$ cat src/hdl/mxu_types_pkg.sv
`default_nettype none

package mxu_types_pkg;

    // ==========================================================
    // operand and accumulator widths
    // ==========================================================

    localparam int DATA_W = 8;                  // signed operand bits
    localparam int PROD_W = 2 * DATA_W;         // full 8x8 product
    localparam int ACC_W  = 20;                 // headroom over four 16-bit terms

    // four lanes per row, one per array row or column
    localparam int ROW_W  = 4 * DATA_W;         // packed input / weight row
    localparam int OUT_W  = 4 * ACC_W;          // packed result row

    // ==========================================================
    // datapath types
    // ==========================================================

    typedef logic signed [DATA_W-1:0] elem_t;   // one operand
    typedef logic signed [ACC_W-1:0]  acc_t;    // one column sum

    // lane k sits at bits [k*DATA_W +: DATA_W]
    typedef logic [ROW_W-1:0] row_t;            // x vector or weight row

    // lane k sits at bits [k*ACC_W +: ACC_W]
    typedef logic [OUT_W-1:0] out_vec_t;        // result row

endpackage

`default_nettype wire

$ cat src/hdl/mxu_ctrl_pkg.sv
`default_nettype none

package mxu_ctrl_pkg;

    // ==========================================================
    // array geometry and memory sizes
    // ==========================================================

    localparam int ARR_DIM   = 4;               // 4x4 systolic array
    localparam int VEC_DEPTH = 16;              // input / output memory rows

    typedef logic [$clog2(VEC_DEPTH)-1:0] vec_addr_t;  // input/output row address
    typedef logic [$clog2(ARR_DIM)-1:0]   w_addr_t;    // weight row address
    typedef logic [$clog2(VEC_DEPTH):0]   cnt_t;       // 1..16 vectors, also step count

    // ==========================================================
    // command sequencer
    // ==========================================================

    typedef enum logic [1:0] {
        S_IDLE,                                 // waiting for a command
        S_WLOAD,                                // shifting weight rows into the array
        S_STREAM,                               // one input vector per cycle
        S_FLUSH                                 // pipeline draining, wait for done
    } seq_state_t;

endpackage

`default_nettype wire

$ cat src/hdl/pe_array.sv
`timescale 1ns/1ps
`default_nettype none

module pe_array
    import mxu_types_pkg::*;
    import mxu_ctrl_pkg::*;
(
    input  logic               clk,
    input  logic               rst,
    input  logic               w_shift,       // weights move down one row
    input  row_t               w_row,         // enters PE row 0
    input  row_t               x_skew,        // lane i enters row i from the left
    input  logic [ARR_DIM-1:0] x_valid_skew,
    output out_vec_t           col_sum,       // lane j skewed j cycles
    output logic [ARR_DIM-1:0] col_valid
);

    // PE(i,j) state, i = row, j = column
    elem_t x_q   [ARR_DIM][ARR_DIM];        // x passed to the right
    elem_t w_q   [ARR_DIM][ARR_DIM];        // stationary weight W[i][j]
    acc_t  sum_q [ARR_DIM][ARR_DIM];        // partial sum passed down
    logic  v_q   [ARR_DIM][ARR_DIM];        // valid rides with x

    // ==========================================================
    // PE grid
    // ==========================================================

    for (genvar i = 0; i < ARR_DIM; i++) begin : g_row
        for (genvar j = 0; j < ARR_DIM; j++) begin : g_col
            elem_t                    x_in;
            elem_t                    w_in;
            acc_t                     sum_in;
            logic                     v_in;
            logic signed [PROD_W-1:0] prod;

            if (j == 0) begin : g_left
                assign x_in = x_skew[i*DATA_W +: DATA_W];
                assign v_in = x_valid_skew[i];
            end else begin : g_inner
                assign x_in = x_q[i][j-1];
                assign v_in = v_q[i][j-1];
            end

            if (i == 0) begin : g_top
                assign sum_in = '0;                     // no bias input
                assign w_in   = w_row[j*DATA_W +: DATA_W];
            end else begin : g_below
                assign sum_in = sum_q[i-1][j];
                assign w_in   = w_q[i-1][j];
            end

            assign prod = x_in * w_q[i][j];             // signed 8x8

            always_ff @(posedge clk) begin
                if (w_shift) begin
                    w_q[i][j] <= w_in;                  // weight load, feed is idle
                end else begin
                    x_q[i][j]   <= x_in;
                    sum_q[i][j] <= v_in ? sum_in + acc_t'(prod) : sum_in;  // idle slots add 0
                end
            end

            always_ff @(posedge clk) begin
                if (rst) begin
                    v_q[i][j] <= 1'b0;
                end else if (!w_shift) begin
                    v_q[i][j] <= v_in;
                end
            end
        end
    end

    // ==========================================================
    // bottom row drives the column outputs
    // ==========================================================

    for (genvar j = 0; j < ARR_DIM; j++) begin : g_out
        assign col_sum[j*ACC_W +: ACC_W] = sum_q[ARR_DIM-1][j];
        assign col_valid[j]              = v_q[ARR_DIM-1][j];
    end

endmodule

`default_nettype wire

$ cat config.mk
export PLATFORM = sky130hd
export DESIGN_NAME = pe_array
export DESIGN_NICKNAME = d
export VERILOG_FILES = /design/src/hdl/mxu_types_pkg.sv /design/src/hdl/mxu_ctrl_pkg.sv /design/src/hdl/pe_array.sv
export SDC_FILE = /design/constraint.sdc
export NUM_CORES = 2
export LEC_CHECK = 0
export BUFFER_PORTS_ARGS = -buffer_cell sky130_fd_sc_hd__buf_2
export CAP_MARGIN = 20
export CORE_MARGIN = 5
export CORE_UTILIZATION = 45
export CTS_CLUSTER_DIAMETER = 120
export CTS_CLUSTER_SIZE = 16
export DETAILED_ROUTE_END_ITERATION = 16
export GPL_ROUTABILITY_DRIVEN = 1
export GPL_TIMING_DRIVEN = 1
export PLACE_DENSITY = 0.65
export SLEW_MARGIN = 40
export SYNTH_ARGS = -nofsm -noshare
export SYNTH_HDL_FRONTEND = slang
export SYNTH_SLANG_ARGS = --single-unit
$ cat constraint.sdc
create_clock -name clk -period 13.45 [get_ports clk]
set_input_delay 1.345 -clock clk [delete_from_list [all_inputs] [get_ports clk]]
set_output_delay 1.345 -clock clk [all_outputs]
set_load 0.05 [all_outputs]
**Word-level counts from Yosys, hierarchy flattened**

Memories as Yosys holds them, arrays and structs flattened.
Cells that the tools add are included.

- Bits in registers: 0
- Bits in writable memories: 592
- Input bits: 71
- Output and inout port bits: 84
- Logic and storage cells: 87
- Memories kept: 4

- Add/sub/neg operators: 12
- Multipliers: 16
- Multiplexer cells: 39
- Bitwise gates (word level): 16

Memories:

| memory | depth | width | rd ports | clocked after memory_dff | wr ports | line | text |
|---|---|---|---|---|---|---|---|
| sum_q | 4 | 80 | 4 | 0 | 4 | pe_array.sv:21 | `acc_t sum_q [ARR_DIM][ARR_DIM];` |
| w_q | 4 | 32 | 4 | 0 | 4 | pe_array.sv:20 | `elem_t w_q [ARR_DIM][ARR_DIM];` |
| x_q | 4 | 32 | 4 | 0 | 4 | pe_array.sv:19 | `elem_t x_q [ARR_DIM][ARR_DIM];` |
| v_q | 4 | 4 | 4 | 0 | 4 | pe_array.sv:22 | `logic v_q [ARR_DIM][ARR_DIM];` |

Operators with widths:

| operator | count |
|---|---|
| two-way mux 20 bit | 16 |
| multiplier 8 x 8 -> 16 bit | 16 |
| adder 20 x 16 -> 20 bit | 12 |
| two-way mux 1 bit | 23 |
| bitwise OR 1 bit | 16 |

**Depth between registers and ports, before layout**

- Depth after elaboration: 4
- Gate-level depth with buffers: 19
- Depth with buffers taken out: 18

**Least setup slack after synthesis**

OpenSTA, ideal clock, no wires.

- Path type: input -> register
- From: input w_shift
- To: memory sum_q[0][0] (netlist name) (enable)
- Setup time: 0.747 ns
- Arrival time: 9.201 ns
- Data required time: 12.703 ns
- Path slack: 3.502 ns
- Cell stages on the path: 2
- Buffers on the path: 1
- Cells stage by stage: clkbuf_1 inv_1

RTL lines:

| what | line | text |
|---|---|---|
| start: declaration | pe_array.sv:10 | `input logic w_shift,` |
| end: declaration | pe_array.sv:21 |  |

==> results.py <==
metrics = {
    "run_status": {
        "status": "complete, no violations",
    },
    "floorplanning": {
        "io_pins": 155,
        "dieWidth_um": 405,
        "dieArea_mm2": 0.164,
        "row_count": 144,
        "core_area_mm2": 0.154,
        "start_util_pct": 45.4,
        "die_h_um": 405,
    },
    "drt": {
        "wl_um": 145000,
        "drtIter0Drc": 2207,
        "num_vias": 43561,
        "drt_pass1_iterations": 5,
        "viasPerCell": 5.06,
        "route.detailed.drc": 0,
        "routedWlPerCell_um": 16.9,
        "ant_nets": 0,
    },
    "synth": {
        "synth_cell_types": 72,
        "netlist_instances": 6382,
        "yosysTopAreaCellShare_pct": 35.6,
        "async_reset_ff_share_pct": 0,
        "syn_area_per_cell_um2": 11.0,
        "yosysTopAreaCell": "fa_1",
        "ys_seq_area_share_pct": 23.2,
        "ys_seq_elements": 541,
        "syn-cell-area_mm2": 0.0700,
        "syn_nets": 8357,
        "synth_area_leaders": "fa_1, edfxtp_1, ha_1",
        "yosys_most_used_dff": "edfxtp_1",
        "yosys_warnings": 0,
        "synth_edf_count": 541,
    },
    "critical_path": {
        "cp_num_buf_inv": 3,
        "path_max_fanout": 13,
        "rr_worst_depth": 16,
        "worstSetupEndpointType": "register",
        "arrival_ns": 6.82,
        "critical-path-max-stage-delay_ns": 0.57,
        "reg2reg_slack_ns": 7.39,
        "crit_required_ns": 13.85,
        "path_delay_family": "adder cells",
        "crit_type": "in2reg",
        "cpMostUsedCell": "fa_1",
        "crit_chain": "buf_2, and2_2, inv_1, fa_1, inv_1, fa_1, fa_1, fa_1, fa_1, ha_1, o21a_1, a2111oi_4, nor3b_1, o41a_1, o41ai_2, xnor2_1, mux2_4",
        "r2r_start": "w_q[3][24]",
        "start_kind": "primary input",
        "crit_slowest_cell": "fa_1",
        "regToRegEndpoint": "sum_q[1][159]",
    },
    "global_routing": {
        "met1_usage_pct": 25.6,
        "use_met2_pct": 31.4,
        "grt_most_used_layer": "met2",
        "use_met3_pct": 2.48,
        "overflow": 0,
        "antenna_found_initial": 10,
        "first_global_vias": 47153,
        "grt_pass1_wl_um": 246000,
        "grt_max_degree": 115,
        "track_usage_pct": 18.5,
    },
    "clock_tree": {
        "insertion_delay_ns": 0.65,
        "cts-resized-gates": 0,
        "cts_buffer_depth": 3,
        "cts_setup_buffers": 0,
        "cts_root_buffer": "clkbuf_16",
        "htreeDepth": 2,
        "hold_buffers": 0,
        "cts_tree": "done",
        "clkTransAtPathRegs_ns": 0.08,
        "cts_buffers": 44,
        "cts_num_sinks": 541,
    },
    "place": {
        "dp_hpwl_um": 121000,
        "globalplace.congestion": 0.837,
        "io_buffer_count": 154,
    },
    "sta": {
        "relSlewSlack_pct": 44.3,
        "hold_ws_ns": 0.590,
        "tns_ns": 0,
        "max_freq_mhz": 156,
        "fin_worst_skew_ns": 0.0285,
        "rsz0062_at_grt": "no",
        "worst_pin_slew_ns": 0.815,
        "finalSetupViolations": 0,
        "fin_crit_sh_pct": 47.7,
        "drv_slew": 0,
        "fin_crit_ns": 6.41,
        "finalHoldViolations": 0,
    },
    "cells_and_area": {
        "synthToLayoutAreaGrowth_pct": 6.60,
        "layout-drive-gt1-share_pct": 5.39,
        "n_fill_cell": 13919,
        "nets": 8509,
        "multi_input_area_mm2": 0.0483,
        "regArea_mm2": 0.0162,
    },
    "min_path": {
        "hold_path_depth": 0,
        "hold_start": "w_q[2][15]",
        "hold_class": "reg2reg",
        "holdPathEnd": "w_q[3][15]",
    },
    "run": {
        "maxCapViolCount": 0,
    },
}
-- layer usage --
| metal | wire, um | part of all wire (%) | vias up |
|---|---|---|---|
| li1 | - | - | 20413 |
| met1 | 65500 | 45 | 22212 |
| met2 | 70400 | 48 | 765 |
| met3 | 6420 | 4.4 | 167 |
| met4 | 3100 | 2.1 | 4 |
| met5 | 21 | 0.014 | - |
-- cells by family after synthesis --
logic type	after synthesis	synth area share, %
AOI/OAI and AO/OA	617	5.70
xor gates and xnor gates	248	3.10
adders and majority gates	1904	47.3
buffers and inverters	1467	7.88
DFF	541	23.2
muxes	118	1.88
and+or+nand+nor	1487	10.9
-- sequential cells by signal, indices dropped and copies added, names as in the netlist --
register  flops
x_q          96
v_q          13
w_q         128
sum_q       304
-- synth_stat cells, drive strengths merged, types with 14 or more instances --
master,count
a211oi,33
a21o,89
a21oi,135
a31oi,24
and2,590
clkbuf,59
edfxtp,541
fa,1244
ha,660
inv,1393
mux2,103
mux2i,15
nand2,495
nand2b,52
nand3,14
nor2,172
nor2b,50
nor3,38
nor3b,14
o21a,27
o21ai,168
o21bai,25
o31ai,18
xnor2,199
xor2,49
-- area by class of cell --
cell class	count	area share, %
tap	2044	3.43
clock inverter	16	0.268
clock buffer	46	1.48
timing repair buffer	171	1.29
antenna	7	0.0235
sequential	541	21.8
inverter	1402	7.07
multi-input combinational	4374	64.7
-- through the flow --
step | utilization, % | setup WS (ns) | cell area (um2) | cells
floorplan | - | 3.50 | 70000 | 6382
global placement | 47.4 | 6.19 | 73200 | 8525
detailed placement | 47.5 | 6.08 | 73300 | 8531
CTS | 48.3 | 6.78 | 74600 | 8593
global route | 48.4 | 6.82 | 74700 | 8598
finish | 48.4 | 7.04 | 74700 | 8601
-- layout by cell type (no fill, tap or decap), drive strengths merged, types with 49 or more instances in the layout --
| cell | Yosys | final |
|---|---|---|
| buf | 6 | 171 |
| inv | 1393 | 1399 |
| fa | 1244 | 1244 |
| edfxtp | 541 | 541 |
| nand2 | 495 | 495 |
| xnor2 | 199 | 199 |
| nor2 | 172 | 172 |
| nand2b | 52 | 52 |
| a21oi | 135 | 135 |
| a21o | 89 | 89 |
| ha | 660 | 660 |
| o21ai | 168 | 168 |
| and2 | 590 | 590 |
| nor2b | 50 | 50 |
| xor2 | 49 | 49 |
| mux2 | 103 | 103 |
-- how the worst max path moves through the flow --
| stage | from | end | cells past startpoint |
|---|---|---|---|
| finish | x_skew[31] | sum_q[1][159] | 17 |
| global route | x_skew[31] | sum_q[1][159] | 17 |
| CTS | x_skew[31] | sum_q[1][159] | 17 |
| detailed placement | x_skew[31] | sum_q[1][159] | 17 |
| global placement | x_skew[31] | sum_q[1][159] | 17 |
| floorplan | w_shift | sum_q[0][0] | 2 |
Power is left out: the tool's default activity adds up to more than one toggle a clock period on the data nets, which glitch-free logic cannot reach.
