==> src/hdl/mxu_types_pkg.sv <==
`default_nettype none

package mxu_types_pkg;

    // ==========================================================
    // operand and accumulator widths
    // ==========================================================

    localparam int DATA_W = 8;                  // signed operand bits
    localparam int PROD_W = 2 * DATA_W;         // full 8x8 product
    localparam int ACC_W  = 20;                 // headroom over four 16-bit terms

    // four lanes per row, one per array row or column
    localparam int ROW_W  = 4 * DATA_W;         // packed input / weight row
    localparam int OUT_W  = 4 * ACC_W;          // packed result row

    // ==========================================================
    // datapath types
    // ==========================================================

    typedef logic signed [DATA_W-1:0] elem_t;   // one operand
    typedef logic signed [ACC_W-1:0]  acc_t;    // one column sum

    // lane k sits at bits [k*DATA_W +: DATA_W]
    typedef logic [ROW_W-1:0] row_t;            // x vector or weight row

    // lane k sits at bits [k*ACC_W +: ACC_W]
    typedef logic [OUT_W-1:0] out_vec_t;        // result row

endpackage

`default_nettype wire

==> src/hdl/mxu_ctrl_pkg.sv <==
`default_nettype none

package mxu_ctrl_pkg;

    // ==========================================================
    // array geometry and memory sizes
    // ==========================================================

    localparam int ARR_DIM   = 4;               // 4x4 systolic array
    localparam int VEC_DEPTH = 16;              // input / output memory rows

    typedef logic [$clog2(VEC_DEPTH)-1:0] vec_addr_t;  // input/output row address
    typedef logic [$clog2(ARR_DIM)-1:0]   w_addr_t;    // weight row address
    typedef logic [$clog2(VEC_DEPTH):0]   cnt_t;       // 1..16 vectors, also step count

    // ==========================================================
    // command sequencer
    // ==========================================================

    typedef enum logic [1:0] {
        S_IDLE,                                 // waiting for a command
        S_WLOAD,                                // shifting weight rows into the array
        S_STREAM,                               // one input vector per cycle
        S_FLUSH                                 // pipeline draining, wait for done
    } seq_state_t;

endpackage

`default_nettype wire

==> src/hdl/out_stage.sv <==
`timescale 1ns/1ps
`default_nettype none

module out_stage
    import mxu_types_pkg::*;
    import mxu_ctrl_pkg::*;
(
    input  logic               clk,
    input  logic               rst,
    input  out_vec_t           col_sum,       // lane j skewed j cycles
    input  logic [ARR_DIM-1:0] col_valid,
    input  logic               relu_mode,
    input  logic               stream_last,   // pulse with the last issued vector
    input  vec_addr_t          rd_addr,       // host read
    output out_vec_t           rd_data,
    output logic               done
);

    acc_t                   lane_al [ARR_DIM];  // deskewed lanes
    logic [ARR_DIM-1:0]     vld_al;
    logic                   row_ok;             // whole row aligned
    out_vec_t               wr_row;
    vec_addr_t              wr_addr;
    logic [2*ARR_DIM-2:0]   last_q;             // stream_last through array latency
    logic                   last_row;
    out_vec_t               out_mem [VEC_DEPTH];

    // ==========================================================
    // deskew, lane j delayed ARR_DIM-1-j cycles
    // ==========================================================

    for (genvar j = 0; j < ARR_DIM; j++) begin : g_deskew
        if (j == ARR_DIM - 1) begin : g_direct
            assign lane_al[j] = col_sum[j*ACC_W +: ACC_W];
            assign vld_al[j]  = col_valid[j];
        end else begin : g_delay
            acc_t                  dly_q [ARR_DIM-1-j];
            logic [ARR_DIM-2-j:0]  vld_q;
            always_ff @(posedge clk) begin
                dly_q[0] <= col_sum[j*ACC_W +: ACC_W];
                for (int k = 1; k < ARR_DIM - 1 - j; k++) begin
                    dly_q[k] <= dly_q[k-1];
                end
                if (rst) begin
                    vld_q <= '0;
                end else begin
                    vld_q[0] <= col_valid[j];
                    for (int k = 1; k < ARR_DIM - 1 - j; k++) begin
                        vld_q[k] <= vld_q[k-1];
                    end
                end
            end
            assign lane_al[j] = dly_q[ARR_DIM-2-j];
            assign vld_al[j]  = vld_q[ARR_DIM-2-j];
        end
    end

    assign row_ok   = &vld_al;
    assign last_row = last_q[2*ARR_DIM-2];      // 7 cycles: 4 rows down + 3 columns across

    always_comb begin
        for (int j = 0; j < ARR_DIM; j++) begin
            if (relu_mode && lane_al[j][ACC_W-1]) begin
                wr_row[j*ACC_W +: ACC_W] = '0;  // negative lane clamped
            end else begin
                wr_row[j*ACC_W +: ACC_W] = lane_al[j];
            end
        end
    end

    // ==========================================================
    // write control and output memory
    // ==========================================================

    always_ff @(posedge clk) begin
        if (rst) begin
            last_q  <= '0;
            wr_addr <= '0;
            done    <= 1'b0;
        end else begin
            last_q <= {last_q[2*ARR_DIM-3:0], stream_last};
            done   <= row_ok && last_row;       // high once the last row is stored
            if (row_ok) wr_addr <= last_row ? '0 : wr_addr + vec_addr_t'(1);
        end
    end

    always_ff @(posedge clk) begin
        if (row_ok) out_mem[wr_addr] <= wr_row;
        rd_data <= out_mem[rd_addr];            // one-cycle read latency
    end

endmodule

`default_nettype wire

==> config.mk <==
export PLATFORM = sky130hd
export DESIGN_NAME = out_stage
export DESIGN_NICKNAME = d
export VERILOG_FILES = /design/src/hdl/mxu_types_pkg.sv /design/src/hdl/mxu_ctrl_pkg.sv /design/src/hdl/out_stage.sv
export SDC_FILE = /design/constraint.sdc
export NUM_CORES = 1
export LEC_CHECK = 0
export ABC_CLOCK_PERIOD_IN_PS = 9000
export BUFFER_PORTS_ARGS = -buffer_cell sky130_fd_sc_hd__buf_2
export CAP_MARGIN = 20
export CELL_PAD_IN_SITES_DETAIL_PLACEMENT = 2
export CELL_PAD_IN_SITES_GLOBAL_PLACEMENT = 2
export CORE_ASPECT_RATIO = 1.25
export CORE_MARGIN = 2
export CORE_UTILIZATION = 40
export DETAILED_ROUTE_END_ITERATION = 8
export HOLD_SLACK_MARGIN = 0.03
export PLACE_DENSITY = 0.65
export SYNTH_ARGS = -nofsm -noshare
export SYNTH_HDL_FRONTEND = slang
export SYNTH_SLANG_ARGS = --single-unit
export TNS_END_PERCENT = 50
==> constraint.sdc <==
create_clock -name clk -period 9 [get_ports clk]
set_clock_uncertainty 0.05 [all_clocks]
set_input_delay 0.9 -clock clk [delete_from_list [all_inputs] [get_ports clk]]
set_output_delay 0.9 -clock clk [all_outputs]
set_load 0.05 [all_outputs]
* After elaboration in Yosys (flattened, before gate mapping) *
Memories as Yosys holds them, arrays and structs flattened. A register that Yosys moved wholly into a read port is not among the register bits.
Index checks and enable logic that the tools add are counted.
Widths: inputs -> output; s select.

operators by class
  add/subtract/negate cells = 1
  muxes and demuxes = 7
  reduce and logical (&&, ||, !) cells = 6

operators by type and width
  operator             count
  $mux 20              4
  $logic_and 1x1->1    5
  $add 4x1->4 const B  1
  $mux 4               1
  $reduce_and 4->1     1
  $mux 1               2

storage, ports and cells
  register bits = 18
  RAM bits = 1400
  input port bits = 92
  word-level logic and storage cells = 24
  memories = 4

memories
  name                       depth  bits a word  rd ports  clocked after memory_dff  wr ports  RTL line         RTL
  out_mem                    16     80           1         1                         1         out_stage.sv:26  out_vec_t out_mem [VEC_DEPTH];
  g_deskew[0].g_delay.dly_q  3      20           3         0                         3         out_stage.sv:37  acc_t dly_q [ARR_DIM-1-j];
  g_deskew[1].g_delay.dly_q  2      20           2         0                         2         out_stage.sv:37
  g_deskew[2].g_delay.dly_q  1      20           1         0                         1         out_stage.sv:37

* Depth between registers and ports, before layout *
Gate-level depths: netlist of run 1.

  word-level depth = 3
  gate-level depth with buffers = 6
  gate-level depth less buffers = 4

* Least setup slack after synthesis of run 1 *
No wires, ideal clock.

  kind = input port to flip-flop
  start = in col_valid[3]
  end = mem out_mem[3][0] in the netlist's numbering, enable pin
  data arrival time = 6.793 ns
  required time = 8.334 ns
  slack = 1.541 ns
  stages = 4
  cell sequence = and4_1 clkbuf_1 nand2_1 nor3_1

on the way
  word-level cells in the longest chain between the ends = 3

ends and longest elaborated chain
  what                          RTL line         RTL
  start: declaration            out_stage.sv:11  input logic [ARR_DIM-1:0] col_valid,
  $reduce_and 4->1              out_stage.sv:58  assign row_ok = &vld_al;
  $mux 1                        out_stage.sv:88  if (row_ok) out_mem[wr_addr] <= wr_row;
  $mux 1 (not written as such)  out_stage.sv:88
  end: declaration              out_stage.sv:26

No other way between the ends.

==> run_results.csv, run 1 <==
group,metric,value,unit
timing,min_period,3580,ps
route,drt-total-wl,144000,µm
cts,cts-htree-levels,4,
timing,timing.setup.tns,0,ps
route,drt_pre_antenna_iters,5,
cts,clk_latency,790,ps
synth,synth_top_area_share,72.6,%
placement,placed_cell_area,56100,µm²
cts,cts_max_path_buffers,3,
timing,worst_pin_slew,1150,ps
synth,synth_most_common_cell,"edfxtp_1",
timing,post-route-period-util,39.8,%
pwr,leakagePower,0.0202,µW
die,fp.dieW,329,µm
grt,track_usage,21.6,%
die,io_pins,173,
final_layout,fin_util,46.4,%
route,drtAntennaViolNets,0,
final_layout,fin_cells,4439,
synth,synth.distinct_cells,28,
placement,dpl.hpwl,77100,µm
status,outcome,"completed",
route,drcViolationCount,0,
worst_setup_path,required,9610,ps
die,core,132000,µm²
pwr,powerDensity,240,nW/µm²
placement,numPlacedInstances,4166,
grt,antenna_found_initial,11,
grt,grt-ovfl-total,0,
placement,gp_congestion,0.707,
synth,synthFlopType,"edfxtp_1",
final_layout,final_nets,2680,
cts,cts_tree,"built",
placement,port-buffer-count,172,
synth,postSynthCellCount,2322,
pwr,vdd_drop_max,184,µV
cts,hold_buffers,0,
synth,syn_area_per_cell,22.8,µm²
worst_setup_path,cp-start-kind,"input port",
timing,setup_viol,0,
grt,grt_max_degree,106,
synth,seq_area_frac_synth,80.8,%
route,first_iter_violations,1996,
die,fp.dieArea,135000,µm²
route,wl_per_cell,32.3,µm
grt,grt_pass1_wl,207000,µm
timing,final-hold-violation-count,0,
worst_setup_path,rrSetupSlack,5740,ps
pwr,p_total,14700,µW
worst_setup_path,end_kind,"flip-flop",
die,start_util,40.2,%
cts,cts_sinks,1498,
cts,cts_buffers,149,
cts,cts-root-buf,"clkbuf_16",
flow_run,drv_cap,0,
route,viasPerCell,5.55,
cts,clk_pin_slew,60,ps
final_layout,antenna_cells,0,
cts,ctsResizeCount,0,
die,rows,149,
synth,ys_warn_count,0,
worst_setup_path,worstPathArrival,4190,ps
synth,synthTopCellsByCount,"1280 x edfxtp_1, 320 x mux4_2, 218 x dfxtp_1",
worst_setup_path,critPathKind,"input port to flip-flop",
final_layout,fillers,11742,
final_layout,drive_above_1_share,29.4,%
synth,synth_edf_count,1280,
die,die_height,411,µm
synth,async_reset_ff_share,0,%
cts,postCtsSetupBuffers,0,
synth,ys_seq_elements,1498,
min_path,hp-class,"input port to flip-flop",
synth,synth_top_cells_by_area,"edfxtp_1 73%, mux4_2 14%, dfxtp_1 8.2%",
grt,grt_pass1_vias,28129,
final_layout,design_area,61100,µm²
timing,fmax,279,MHz
synth,syn-num-nets,2418,
synth,synth_top_cell_by_area,"edfxtp_1",
worst_setup_path,cp_max_fo,105,
synth,syn_area,53000,µm²
timing,grt_setup_unrepaired,"false",
timing,maxSlewHeadroom,23.5,%
final_layout,area_growth,15.3,%
route,vias,24633,
timing,maxSlewViolCount,0,
## worst max-delay path: stages
cell and delay (ps):
buf_8 590, buf_4 830, buf_4 680, mux4_2 410, a22oi_1 270, nand2_1 120
## flip-flops by register name, summed over array words and instances, names as in the netlist
name / flops
rd_data: 80
wr_addr: 4
g_deskew.g_delay.dly_q: 120
out_mem: 1280
done: 1
last_q: 7
g_deskew.g_delay.vld_q: 6
## where the power goes
group | internal (µW) | switching [µW]
Clock | 3660 | 2700
Combinational | 207 | 467
Sequential | 7610 | 37.5
## final timing paths
path | start | to | cells after the start
max | rd_addr[1] | rd_data[15] | 6
min | col_sum[59] | g_deskew[2].g_delay.dly_q[0][19] | 1
max reg2reg | g_deskew[1].g_delay.vld_q[1] | out_mem[1][57] | 5
min reg2reg | g_deskew[1].g_delay.dly_q[0][13] | g_deskew[1].g_delay.dly_q[0][33] | 0
## cell families after synthesis
family	count (synthesis)	share of synthesized area, %
multiplexers	320	13.6
buffers and inverters	117	1.11
adder cells (fa/ha/maj)	4	0.0945
AO/OA/AOI/OAI	167	2.34
flip-flops	1498	80.8
AND/OR/NAND/NOR	216	2.05
## layout make-up
cell class	instances	area [µm²]	area share [%]
Sequential cell	1498	42800	70.1
Multi-Input combinational cell	707	9710	15.9
Inverter	2	7.51	0.0123
Tap cell	1736	2170	3.56
Timing Repair Buffer	226	1400	2.30
Clock inverter	57	594	0.973
Clock buffer	213	4390	7.18
## stage by stage
step | hold slack [ps] | setup WS, ps
floorplan | 260 | 1540
global placement | 260 | 4740
detailed placement | 263 | 4690
CTS | 103 | 5460
global route | 117 | 5290
finish | 163 | 5420
## routing by layer
layer	vias to the layer above	GRT usage, %	part of all wire [%]
met5	-	0	0.016
met4	4	6.76	2.8
met3	215	3.97	4.7
met2	736	37.9	53
met1	13522	27.1	40
li1	10156	-	-
## cells in the final DEF (no fill, tap or decap), types with 28 or more instances in the layout
master | Yosys | final
buf_4 | 6 | 47
clkbuf_16 | 0 | 154
mux4_2 | 320 | 320
edfxtp_1 | 1280 | 1280
and2_1 | 77 | 76
clkbuf_1 | 46 | 28
nand2_1 | 91 | 91
clkbuf_8 | 0 | 31
buf_2 | 21 | 170
dfxtp_1 | 218 | 218
a22oi_1 | 160 | 160
Power figures use the tool's default switching activity.
==> run 2, diff against run 1 <==
ABC_CLOCK_PERIOD_IN_PS = 3400   (was 9000)
clock period = 3.4 ns   (was 9 ns; I/O delays follow)
==> run 2 against run 1 <==
Largest cell class unchanged. Die area did not move. Wire length rose by 4.8%. Register-to-register slack got worse by 4800 ps. Global-route usage increased by 0.92 points. Critical endpoint is now out_mem[4][76]. Flip-flop and latch count did not move. Critical path depth down 3. Critical path type is now flip-flop to flip-flop. Highest routed layer unchanged.
==> run_results.csv, run 2 (same netlist as run 1, synthesis figures left out) <==
group,metric,value,unit
status,outcome,"completed",
worst_setup_path,rrSetupSlack,910,ps
worst_setup_path,critPathKind,"flip-flop to flip-flop",
final_layout,fillers,11759,
min_path,hold_path_depth,3,
timing,maxSlewViolCount,0,
pwr,p_int,30500,µW
worst_setup_path,cp-start-kind,"flip-flop",
cts,postCtsSetupBuffers,0,
cts,cts_buffers,149,
timing,min_period,2490,ps
worst_setup_path,r2r-start,"wr_addr[2]",
pwr,leakagePower,0.0208,µW
cts,cts_max_path_buffers,3,
final_layout,design_area,62600,µm²
die,core,132000,µm²
die,rows,149,
grt,grt_max_degree,81,
worst_setup_path,startpoint,"wr_addr[2]",
worst_setup_path,worstPathArrival,2910,ps
cts,ctsResizeCount,0,
route,drcViolationCount,0,
pwr,pwr-share-comb,4.9,%
route,viasPerCell,5.59,
timing,final-hold-violation-count,0,
cts,clk_pin_slew,60,ps
timing,worst_pin_slew,1070,ps
final_layout,layout_commonest_cell,"edfxtp_1",
timing,maxSlewHeadroom,28.4,%
die,fp.dieArea,135000,µm²
worst_setup_path,cp_max_fo,18,
final_layout,final_cell_mix,"1280 x edfxtp_1, 320 x mux4_2, 218 x dfxtp_1, 170 x buf_2, 160 x a22oi_1",
final_layout,drive_above_1_share,29.0,%
die,start_util,40.2,%
grt,grt-ovfl-total,0,
min_path,hold_start,"col_valid[3]",
worst_setup_path,required,3820,ps
grt,track_usage,22.5,%
worst_setup_path,critical_path.endpoint,"out_mem[4][76]",
route,vias,25407,
cts,cts-root-buf,"clkbuf_16",
pwr,powerDensity,623,nW/µm²
route,drtAntennaViolNets,0,
final_layout,regMostFlops,"out_mem",
pwr,switching_share,21.9,%
grt,grt_pass1_wl,214000,µm
timing,grt_setup_unrepaired,"false",
cts,cts_tree,"built",
final_layout,largest_reg_flops,1280,
cts,cts-htree-levels,4,
min_path,hp-class,"input port to flip-flop",
final_layout,reg.largest.list,"out_mem: 1280 flops, g_deskew.g_delay.dly_q: 120 flops, rd_data: 80 flops",
die,die_height,411,µm
final_layout,area_growth,18.2,%
die,fp.dieW,329,µm
route,drt-total-wl,151000,µm
pwr,switchingPower,8520,µW
final_layout,final_nets,2781,
grt,grt_pass1_vias,28644,
worst_setup_path,r2r-end,"out_mem[4][76]",
placement,dpl.hpwl,79500,µm
route,wl_per_cell,33.1,µm
timing,post-route-period-util,73.1,%
route,drt_pre_antenna_iters,5,
flow_run,drv_cap,0,
placement,gp_congestion,0.726,
grt,antenna_found_initial,9,
die,io_pins,173,
pwr,vdd_drop_max,481,µV
timing,setup_viol,0,
final_layout,fin_util,47.6,%
pwr,power_frac_seq,51.9,%
worst_setup_path,ff2ff_path_depth,3,
route,first_iter_violations,2597,
placement,port-buffer-count,172,
pwr,pwr-share-clk,43.2,%
worst_setup_path,end_kind,"flip-flop",
cts,clk_latency,790,ps
placement,placed_cell_area,57000,µm²
cts,cts_sinks,1498,
timing,fmax,402,MHz
cts,hold_buffers,69,
==> run 2: cell types whose count changed in the layout (fill, tap and decap cells not counted), moves of 11 or more <==
cell	previous run	this run
clkbuf_1	28	46
dlygate4sd3_1	0	69
buf_12	3	58
buf_4	47	28
clkbuf_8	31	20
==> run 2: final cells by class <==
cell class | instances | area [µm²] | share of cell area (%)
inverters | 2 | 7.51 | 0.0120
well taps | 1736 | 2170 | 3.47
flip-flops and latches | 1498 | 42800 | 68.4
clock inverters | 55 | 602 | 0.961
clock buffers | 221 | 4330 | 6.91
multi-input cells | 707 | 9740 | 15.6
diodes | 1 | 2.50 | 0.00400
repair buffers | 327 | 2940 | 4.70
==> run 2: how the worst min path moves through the flow <==
stage,endpoint
2_1_floorplan,g_deskew[0].g_delay.dly_q[0][20]
3_3_place_gp,g_deskew[1].g_delay.dly_q[0][33]
3_5_place_dp,g_deskew[1].g_delay.dly_q[0][34]
4_1_cts,done
5_1_grt,done
6_report,done
==> run 2: routing by layer <==
layer	global-route usage, %	vias up	part of all wire [%]
met5	0	-	0.023
met4	6.95	6	2.7
met3	3.88	224	5.2
met2	38.4	902	52
met1	29.6	13908	40
li1	-	10367	-
==> run 2: metrics by stage <==
stage	hold slack [ps]	TNS, ps	std cells	power [µW]	setup slack, ps
after floorplan	260	-284130	2322	21800	-1100
after global placement	260	0	4200	22400	870
after detailed placement	263	0	4200	22500	805
after CTS	35.6	0	4545	39400	903
after global routing	70.8	0	4546	40100	816
final	87.7	0	4547	39000	914
==> run 2: power by group through the flow <==
| stage | Clock, µW | Sequential [µW] | Combinational (µW) |
|---|---|---|---|
| floorplan | 0 | 20900 | 868 |
| global placement | 0 | 20600 | 1750 |
| detailed placement | 0 | 20600 | 1840 |
| CTS | 17200 | 20200 | 1920 |
| global route | 17800 | 20200 | 2020 |
| finish | 16800 | 20200 | 1900 |
==> run 2: worst max-delay path, cell delays in order (launching register included) <==
cell and delay (ps):
dfxtp_1 730, nand2b_1 410, nor2_4 660, buf_12 300
