--- src/hdl/mxu_types_pkg.sv ---
`default_nettype none

package mxu_types_pkg;

    // ==========================================================
    // operand and accumulator widths
    // ==========================================================

    localparam int DATA_W = 8;                  // signed operand bits
    localparam int PROD_W = 2 * DATA_W;         // full 8x8 product
    localparam int ACC_W  = 20;                 // headroom over four 16-bit terms

    // four lanes per row, one per array row or column
    localparam int ROW_W  = 4 * DATA_W;         // packed input / weight row
    localparam int OUT_W  = 4 * ACC_W;          // packed result row

    // ==========================================================
    // datapath types
    // ==========================================================

    typedef logic signed [DATA_W-1:0] elem_t;   // one operand
    typedef logic signed [ACC_W-1:0]  acc_t;    // one column sum

    // lane k sits at bits [k*DATA_W +: DATA_W]
    typedef logic [ROW_W-1:0] row_t;            // x vector or weight row

    // lane k sits at bits [k*ACC_W +: ACC_W]
    typedef logic [OUT_W-1:0] out_vec_t;        // result row

endpackage

`default_nettype wire

--- src/hdl/mxu_ctrl_pkg.sv ---
`default_nettype none

package mxu_ctrl_pkg;

    // ==========================================================
    // array geometry and memory sizes
    // ==========================================================

    localparam int ARR_DIM   = 4;               // 4x4 systolic array
    localparam int VEC_DEPTH = 16;              // input / output memory rows

    typedef logic [$clog2(VEC_DEPTH)-1:0] vec_addr_t;  // input/output row address
    typedef logic [$clog2(ARR_DIM)-1:0]   w_addr_t;    // weight row address
    typedef logic [$clog2(VEC_DEPTH):0]   cnt_t;       // 1..16 vectors, also step count

    // ==========================================================
    // command sequencer
    // ==========================================================

    typedef enum logic [1:0] {
        S_IDLE,                                 // waiting for a command
        S_WLOAD,                                // shifting weight rows into the array
        S_STREAM,                               // one input vector per cycle
        S_FLUSH                                 // pipeline draining, wait for done
    } seq_state_t;

endpackage

`default_nettype wire

--- src/hdl/operand_feed.sv ---
`timescale 1ns/1ps
`default_nettype none

module operand_feed
    import mxu_types_pkg::*;
    import mxu_ctrl_pkg::*;
(
    input  logic             clk,
    input  logic             rst,
    input  logic             in_wr_en,      // host write, input memory
    input  vec_addr_t        in_wr_addr,
    input  row_t             in_wr_data,
    input  logic             w_wr_en,       // host write, weight memory
    input  w_addr_t          w_wr_addr,
    input  row_t             w_wr_data,
    input  logic             load_weights,  // command pulses
    input  logic             start,
    input  cnt_t             vec_count,
    input  logic             relu_en,
    input  logic             done,          // last row written by out_stage
    output logic             busy,
    output logic             weights_done,
    output logic             w_shift,
    output row_t             w_row,
    output row_t             x_skew,
    output logic [ARR_DIM-1:0] x_valid_skew,
    output logic             relu_mode,
    output logic             stream_last
);

    row_t       in_mem [VEC_DEPTH];         // host-written input vectors
    row_t       w_mem  [ARR_DIM];           // host-written weight rows
    seq_state_t state;
    cnt_t       step;                       // row counter for load and stream
    cnt_t       vec_total;                  // vec_count latched at start
    w_addr_t    w_rd_addr;
    row_t       x_rd;                       // unskewed vector from memory
    logic       x_rd_valid;

    // done ends the run this cycle, so a new command can already be taken
    assign busy      = (state != S_IDLE) && !done;
    assign w_rd_addr = w_addr_t'(ARR_DIM - 1) - w_addr_t'(step);  // row 3 goes in first

    always_ff @(posedge clk) begin
        if (in_wr_en) in_mem[in_wr_addr] <= in_wr_data;
        if (w_wr_en) w_mem[w_wr_addr] <= w_wr_data;
        w_row <= w_mem[w_rd_addr];                  // registered read, lines up with w_shift
        x_rd  <= in_mem[vec_addr_t'(step)];         // lines up with x_rd_valid
    end

    // ==========================================================
    // command decode and sequencing
    // ==========================================================

    always_ff @(posedge clk) begin
        if (rst) begin
            state        <= S_IDLE;
            step         <= '0;
            vec_total    <= '0;
            relu_mode    <= 1'b0;
            w_shift      <= 1'b0;
            weights_done <= 1'b0;
            x_rd_valid   <= 1'b0;
            stream_last  <= 1'b0;
        end else begin
            w_shift      <= 1'b0;                   // pulses by default
            weights_done <= 1'b0;
            x_rd_valid   <= 1'b0;
            stream_last  <= 1'b0;
            if (!busy && load_weights) begin
                state <= S_WLOAD;
                step  <= '0;
            end else if (!busy && start && vec_count != '0) begin
                state     <= S_STREAM;
                step      <= '0;
                vec_total <= vec_count;
                relu_mode <= relu_en;               // held for the whole run
            end else begin
                case (state)
                    S_WLOAD: begin
                        step <= step + cnt_t'(1);
                        if (step == cnt_t'(ARR_DIM)) begin  // last row already shifted
                            state        <= S_IDLE;
                            weights_done <= 1'b1;
                        end else begin
                            w_shift <= 1'b1;
                        end
                    end
                    S_STREAM: begin
                        step       <= step + cnt_t'(1);
                        x_rd_valid <= 1'b1;
                        if (step == vec_total - cnt_t'(1)) begin
                            stream_last <= 1'b1;    // tags the final vector
                            state       <= S_FLUSH;
                        end
                    end
                    S_FLUSH: if (done) state <= S_IDLE;
                    default: state <= S_IDLE;
                endcase
            end
        end
    end

    // ==========================================================
    // input skew, lane i delayed i cycles
    // ==========================================================

    for (genvar i = 0; i < ARR_DIM; i++) begin : g_skew
        if (i == 0) begin : g_direct
            assign x_skew[0 +: DATA_W] = x_rd[0 +: DATA_W];
            assign x_valid_skew[0]     = x_rd_valid;
        end else begin : g_delay
            elem_t        dly_q [i];                // payload, no reset
            logic [i-1:0] vld_q;
            always_ff @(posedge clk) begin
                dly_q[0] <= x_rd[i*DATA_W +: DATA_W];
                for (int k = 1; k < i; k++) begin
                    dly_q[k] <= dly_q[k-1];
                end
            end
            always_ff @(posedge clk) begin
                if (rst) begin
                    vld_q <= '0;
                end else begin
                    vld_q[0] <= x_rd_valid;
                    for (int k = 1; k < i; k++) begin
                        vld_q[k] <= vld_q[k-1];
                    end
                end
            end
            assign x_skew[i*DATA_W +: DATA_W] = dly_q[i-1];
            assign x_valid_skew[i]            = vld_q[i-1];
        end
    end

endmodule

`default_nettype wire

--- config.mk ---
export PLATFORM = sky130hd
export DESIGN_NAME = operand_feed
export DESIGN_NICKNAME = d
export VERILOG_FILES = /design/src/hdl/mxu_types_pkg.sv /design/src/hdl/mxu_ctrl_pkg.sv /design/src/hdl/operand_feed.sv
export SDC_FILE = /design/constraint.sdc
export NUM_CORES = 1
export LEC_CHECK = 0
export BUFFER_PORTS_ARGS = -buffer_cell sky130_fd_sc_hd__buf_2
export CAP_MARGIN = 5
export CORE_UTILIZATION = 40
export DETAILED_ROUTE_END_ITERATION = 10
export PLACE_DENSITY = 0.56
export SYNTH_ARGS = -nofsm -noshare
export SYNTH_HDL_FRONTEND = slang
export SYNTH_SLANG_ARGS = --single-unit
--- constraint.sdc ---
create_clock -name clk -period 4.9 [get_ports clk]
set_input_delay 0.49 -clock clk [delete_from_list [all_inputs] [get_ports clk]]
set_output_delay 0.49 -clock clk [all_outputs]
set_load 0.005 [all_outputs]
=== Yosys cells after proc, flatten, opt, wreduce, memory -nomap -nowiden ===
Memories as Yosys holds them, arrays and structs flattened. A register that Yosys moved wholly into a read port is not among the register bits.
Cells that the tools add are included.

* Register bits: 23
* RAM bits: 688
* Bits of input ports: 83
* Output and inout bits: 73
* Logic and storage cells: 64
* Memories kept: 5

* Add/sub/neg operators: 3
* Eq/ne operators: 11
* Multiplexer cells: 14
* Bitwise logic cells: 3
* Reductions and logical operators: 16

{| class="wikitable"
|+ Memory list
! memory !! depth !! width !! rd ports !! clocked after memory_dff !! wr ports !! RTL line !! RTL
|-
| in_mem || 16 || 32 || 1 || 1 || 1 || operand_feed.sv:31 || <nowiki>row_t in_mem [VEC_DEPTH];</nowiki>
|-
| w_mem || 4 || 32 || 1 || 1 || 1 || operand_feed.sv:32 || <nowiki>row_t w_mem [ARR_DIM];</nowiki>
|-
| g_skew[3].g_delay.dly_q || 3 || 8 || 3 || 0 || 3 || operand_feed.sv:113 || <nowiki>elem_t dly_q [i];</nowiki>
|-
| g_skew[2].g_delay.dly_q || 2 || 8 || 2 || 0 || 2 || operand_feed.sv:113 ||
|-
| g_skew[1].g_delay.dly_q || 1 || 8 || 1 || 0 || 1 || operand_feed.sv:113 ||
|}

{| class="wikitable"
|+ Operators by type and width
! kind !! number
|-
| inequality test 4 bit, second input constant || 3
|-
| two-way mux 1 bit || 9
|-
| inequality test 3 bit, second input constant || 3
|-
| two-way mux 2 bit || 4
|-
| OR reduction 4 bit || 2
|-
| one-hot mux 2 bit (3 select lines) || 1
|-
| AND reduction 3 bit || 2
|-
| adder 5 x 1 -> 5 bit, second input constant || 1
|-
| == test 5 x 3 -> 1 bit, second input constant || 1
|-
| == test 5 bit || 1
|-
| nonzero test 5 bit || 1
|-
| subtractor 5 x 1 -> 5 bit, second input constant || 1
|-
| == test 2 bit, second input constant || 2
|-
| logical AND 1 bit || 4
|-
| OR reduction 2 bit || 2
|-
| NOT 1 bit || 3
|-
| OR reduction 3 bit || 1
|-
| == test 2 x 1 -> 1 bit, second input constant || 1
|-
| zero test 1 bit || 2
|-
| AND reduction 2 bit || 1
|-
| nonzero test 2 bit || 1
|-
| subtractor 2 bit, first input constant || 1
|}

=== Logic depth before layout (Yosys ltp) ===
Gate-level depths: netlist of the first run.

* Word-level depth: 7
* Depth in mapped cells: 10
* Mapped depth without buffers: 7

=== Worst setup path before layout of the first run ===
No wires, ideal clock.

* Kind: input to register
* From: input port in_wr_addr[2]
* To: memory in_mem[0][0] in the netlist's numbering, enable pin
* Setup time: 461 ps
* Arrival: 3208 ps
* Data required time: 4439 ps
* Path slack: 1230 ps
* Cell stages on the path: 2
* Buffers on the path: 0
* Cells stage by stage: or3b_2 > nor3_1

{| class="wikitable"
|+ RTL lines
! item !! RTL line !! RTL
|-
| from (decl) || operand_feed.sv:11 || <nowiki>input vec_addr_t in_wr_addr,</nowiki>
|-
| to (decl) || operand_feed.sv:31 ||
|}

Straight into the memory's write port.

==> flow_summary.json, run 1 <==
{
  "status": "finished clean",
  "ant_nets": 0,
  "avgSynthCellArea_sq_um": 24.2,
  "power_frac_seq_pct": 53.3,
  "final.period_utilization_pct": 52.1,
  "worstPathRequired_ps": 5380,
  "root_buffer": "clkbuf_16",
  "drcViolationCount": 0,
  "synth_top_family_by_area": "multiplexers",
  "fin_nets": 1429,
  "grt_max_degree": 85,
  "die_area_sq_um": 70400,
  "tritoncts": "done",
  "die_height_microns": 265,
  "cts_buffer_depth": 3,
  "synthFlopType": "edfxtp_1",
  "synth_top_area_share_pct": 69.3,
  "min_period_ps": 2550,
  "routed-via-count": 11822,
  "post-dp-hpwl_mm": 28.9,
  "synth-compound-area-share_pct": 0.402,
  "gr-total-overflow": 0,
  "p_comb_share_pct": 3.2,
  "synthTopCellsByCount": "640 x edfxtp_1, 132 x dfxtp_1, 104 x mux4_2",
  "rows": 96,
  "track_usage_pct": 15.9,
  "clock_skew_ps": 14.4,
  "clkPwrFrac_pct": 43.5,
  "powerDensity_nw_per_um2": 429,
  "crit_path_max_fanout": 54,
  "start_util_pct": 40.4,
  "post_cts_buffers": 0,
  "wl_per_cell_microns": 23.5,
  "cap_violations": 0,
  "max_slew_margin_pct": 32.5,
  "p_sw_share_pct": 20.4,
  "drive_gt1_share_pct": 31.3,
  "yosysUniqueCellTypes": 39,
  "arrival_ps": 3040,
  "drt_iter0_markers": 755,
  "grt_pass1_vias": 12566,
  "hold_slack_ps": 90.0,
  "power_switching_uw": 2810,
  "htree_levels": 3,
  "synthSimpleGateAreaFrac_pct": 1.16,
  "startpoint_type": "flip-flop",
  "netlist_area_sq_um": 27700,
  "postSynth.asyncResetShare_pct": 0,
  "place.gp.congestion": 0.736,
  "synthTopCellsByArea": "edfxtp_1 69%, dfxtp_1 9.5%, mux4_2 8.4%, mux4_1 8.3%, buf_4 0.70%",
  "antenna_found_initial": 3,
  "synth-seq-cells": 772,
  "synth.most_common_cell": "edfxtp_1",
  "tns_ps": 0,
  "io_pins": 156,
  "synthAdderAreaFrac_pct": 0.316,
  "clk-insertion-delay-late_ps": 620,
  "hold_viol_final": 0,
  "die_w_microns": 265,
  "clk_pin_slew_ps": 60,
  "peakVddDrop_v": 0.000257,
  "yosys_warnings": 0,
  "hp-class": "input port to flip-flop",
  "finalMaxSlewViolations": 0,
  "portBuffers": 155,
  "viasPerCell": 5.05,
  "syn_to_final_growth_pct": 16.0,
  "synth_xor_area_share_pct": 0.316,
  "drt-total-wl_mm": 55.1,
  "power.internal_uw": 11000,
  "detailedRoute.firstPassIterationCount": 6,
  "endpoint_kind": "flip-flop",
  "hold_buffers": 0,
  "cts.sinks": 772,
  "synth-edff-count": 640,
  "numCtsBuffers": 81,
  "synth_seq_area_share_pct": 78.8,
  "timing_worst_setup_path_type": "flip-flop to flip-flop",
  "tightest_slew_ps": 1010,
  "ctsResizeCount": 0,
  "syn_nets": 1235,
  "fin_cells": 2340,
  "p_leak_uw": 0.0105,
  "setup_viol_count_final": 0,
  "clock.fmax_ghz": 0.392,
  "netlist_instances": 1145,
  "synthMuxAreaShare_pct": 17.0,
  "grt_first_pass_wirelength_mm": 81.4,
  "core_area_sq_um": 68600,
  "rsz0062_at_grt": "false",
  "post-synth-top-area-cell": "edfxtp_1",
  "dp.cells": 2187
}
==> layout make-up <==
type	instances	area, sq um
Antenna cell	2	5.00
Tap cell	931	1160
Multi-Input combinational cell	294	5450
Timing Repair Buffer	182	1000
Inverter	8	30.0
Sequential cell	772	21900
Clock inverter	52	435
Fill cell	5650	36400
Clock buffer	99	2210
==> final timing paths <==
check / startpoint / to / slack (ps) / depth (start not counted)
worst min-delay path: w_wr_data[20] / w_mem[1][20] / 90 / 1
worst min register to register: g_skew[2].g_delay.dly_q[0][6] / g_skew[2].g_delay.dly_q[0][14] / 320 / 0
worst max register to register: step[1] / x_rd[28] / 2350 / 3
worst max-delay path: step[1] / x_rd[28] / 2350 / 3
==> metrics by stage <==
| step | power [uW] | setup WS [ps] | util, % | cell area [sq um] |
|---|---|---|---|---|
| 2_1_floorplan | 7740 | 1230 | - | 27700 |
| 5_1_grt | 14300 | 2180 | 46.9 | 32200 |
| 3_3_place_gp | 7940 | 2290 | 43.0 | 29500 |
| 6_report | 13800 | 2350 | 46.9 | 32200 |
| 4_1_cts | 14000 | 2270 | 46.9 | 32200 |
| 3_5_place_dp | 7950 | 2280 | 43.0 | 29500 |
==> critical path, stage by stage, from the launching register on <==
cell	delay, ps
dfxtp_4	920
buf_4	570
mux4_2	410
mux4_2	480
==> cells by family (layout without fill, tap and decap cells) <==
group | after synthesis | after routing
DFF | 772 | 772
muxes | 199 | 199
buffers and inverters | 79 | 341
and+or+nand+nor | 65 | 65
AOI/OAI and AO/OA | 13 | 13
xor gates and xnor gates | 10 | 10
adders and majority gates | 7 | 7
other | 0 | 2
==> registers in the layout (all words and copies together) (netlist names), 2 cells and up <==
| signal | cells |
|---|---|
| w_mem | 128 |
| state | 2 |
| in_mem | 512 |
| step | 5 |
| g_skew.g_delay.dly_q | 48 |
| w_row | 32 |
| vec_total | 5 |
| g_skew.g_delay.vld_q | 3 |
| x_rd | 32 |
==> power groups by stage <==
stage,registers (uW),clock network [uW],logic [uW]
floorplan,7480,0,261
global placement,7490,0,446
finish,7350,6010,445
global route,7370,6410,484
detailed placement,7500,0,457
CTS,7360,6170,458
==> layout by cell type, fill, tap and decap left out, types with 4 or more instances in the layout <==
| cell type | count |
|---|---|
| buf_2 | 155 |
| buf_4 | 25 |
| bufinv_16 | 5 |
| clkbuf_1 | 9 |
| clkbuf_16 | 83 |
| clkbuf_8 | 7 |
| clkinv_1 | 12 |
| clkinv_2 | 22 |
| clkinvlp_4 | 5 |
| dfxtp_1 | 128 |
| edfxtp_1 | 640 |
| ha_1 | 7 |
| inv_1 | 8 |
| mux2i_1 | 7 |
| mux4_1 | 88 |
| mux4_2 | 104 |
| nand2_1 | 7 |
| nor2_1 | 17 |
| nor2_4 | 12 |
| nor2b_1 | 4 |
| nor3_2 | 4 |
| xnor2_1 | 5 |
| xor2_1 | 5 |
==> metal layers <==
layer  up-vias  track usage (%)  share of wire (%)
li1       5221                -                  -
met1      6262             20.1                 42
met2       254             27.6                 52
met3        81             3.39                4.7
met4         4             4.50                1.7
met5         -                0              0.047
(Power assumes the default switching activity.)
==> run 2: changes to the inputs <==
- clock period: 4.9 -> 2.5 ns (I/O delays scaled with it)
==> flow_summary.json, run 2 (synthesis results as in run 1) <==
{
  "post_cts_buffers": 0,
  "root_buffer": "clkbuf_16",
  "setup_ws_ps": 141,
  "core_area_sq_um": 68600,
  "post-dp-hpwl_mm": 30.6,
  "powerDensity_nw_per_um2": 815,
  "min_period_ps": 2360,
  "final_cell_mix": "640 x edfxtp_1, 155 x buf_2, 128 x dfxtp_1",
  "tightest_slew_ps": 790,
  "drcViolationCount": 0,
  "peakVddDrop_v": 0.000632,
  "cts_buffer_depth": 3,
  "fin_nets": 1524,
  "wl_per_cell_microns": 23.3,
  "place.gp.congestion": 0.726,
  "worstPathRequired_ps": 2990,
  "top_register": "in_mem",
  "viasPerCell": 5.03,
  "die_height_microns": 265,
  "arrival_ps": 2850,
  "io_pins": 156,
  "htree_levels": 3,
  "drt_iter0_markers": 747,
  "grt_max_degree": 40,
  "detailedRoute.firstPassIterationCount": 7,
  "status": "finished clean",
  "cts.sinks": 772,
  "setup_viol_count_final": 0,
  "cap_violations": 0,
  "routed-via-count": 12247,
  "endpoint_kind": "flip-flop",
  "numCtsBuffers": 81,
  "max_slew_margin_pct": 47.4,
  "finalMaxSlewViolations": 0,
  "fin_util_pct": 48.8,
  "tritoncts": "done",
  "p_leak_uw": 0.0110,
  "largest_registers": "in_mem (512), w_mem (128), g_skew.g_delay.dly_q (48)",
  "die_w_microns": 265,
  "die_area_sq_um": 70400,
  "final_common_cell": "edfxtp_1",
  "rsz0062_at_grt": "false",
  "pre_cts_ws_ps": 498,
  "rows": 96,
  "syn_to_final_growth_pct": 20.7,
  "gr-total-overflow": 0,
  "antenna_found_initial": 2,
  "start_util_pct": 40.4,
  "ant_nets": 0,
  "clock.fmax_ghz": 0.424,
  "p_total_uw": 27300,
  "track_usage_pct": 16.4,
  "drive_gt1_share_pct": 30.4,
  "startpoint_type": "flip-flop",
  "timing_worst_setup_path_type": "flip-flop to flip-flop",
  "grt_first_pass_wirelength_mm": 83.9,
  "clk_pin_slew_ps": 60,
  "clock_skew_ps": 24.5,
  "drt-total-wl_mm": 56.8,
  "clk-insertion-delay-late_ps": 620,
  "portBuffers": 155,
  "crit_path_max_fanout": 6,
  "ctsResizeCount": 0,
  "hp-class": "input port to flip-flop",
  "final.period_utilization_pct": 94.4,
  "largest_register_ffs": 512,
  "grt_pass1_vias": 13032,
  "hold_viol_final": 0
}
-- run 2: cell types whose count changed in the layout (fill, tap and decap cells not counted), sizes merged --
| cell | delta |
|---|---|
| diode | -1 |
| buf | +19 |
| inv | -1 |
| clkinv | -11 |
| dlygate4sd3 | +76 |
| clkinvlp | -2 |
| clkbuf | +13 |
-- run 2: final timing paths --
| check | cells past startpoint | end | slack, ps | start |
|---|---|---|---|---|
| worst max-delay path | 8 | vec_total[1] | 140 | state[0] |
| worst min-delay path | 1 | in_mem[3][6] | 40 | in_wr_data[6] |
| worst min register to register | 0 | g_skew[3].g_delay.dly_q[0][22] | 310 | g_skew[3].g_delay.dly_q[0][14] |
| worst max register to register | 8 | vec_total[1] | 140 | state[0] |
-- run 2: critical path: stages (launching register included) --
cell	delay, ps
dfxtp_1	350
inv_1	90
ha_1	200
o21a_1	130
o21ai_2	80
nor2_1	520
mux2i_1	270
nor2_1	60
dlygate4sd3_1	550
-- run 2: what timing repair did --
item,4_1_cts,5_1_grt
hold buffers,75,1
hold endpoints to repair,569,8
endpoints found under the setup margin,0,0
-- run 2: power by group --
group	internal, uW	switching [uW]	total, uW	leakage (uW)
Clock	6990	4850	11800	0.00132
Sequential	14300	98.0	14400	0.00691
Combinational	495	522	1020	0.00280
Total	21800	5470	27300	0.0110
-- run 2: area by class of cell --
| type | count | area [sq um] |
|---|---|---|
| fillers | 5555 | 35100 |
| flip-flops and latches | 772 | 21900 |
| multi-input cells | 294 | 5480 |
| clock buffers | 112 | 2300 |
| repair buffers | 277 | 2240 |
| well taps | 931 | 1160 |
| clock inverters | 38 | 369 |
| inverters | 8 | 30.0 |
| diodes | 1 | 2.50 |
-- run 2: metrics by stage --
step	cells	hold WS, ps	setup TNS (ps)	area, sq um
after detailed placement	2206	312	0	30000
after global routing	2432	14.3	0	33500
final	2433	37.6	0	33500
after floorplan	1145	310	-5570	27800
after global placement	2206	311	0	30000
after CTS	2431	0.378	0	33500
-- run 2: metal layers --
layer | vias up | wire (microns) | share of wire (%) | GRT usage (%)
li1 | 5412 | - | - | -
met1 | 6470 | 23500 | 41 | 20.4
met2 | 264 | 29500 | 52 | 28.9
met3 | 97 | 2450 | 4.3 | 3.37
met4 | 4 | 1360 | 2.4 | 4.91
met5 | - | 18 | 0.032 | 0
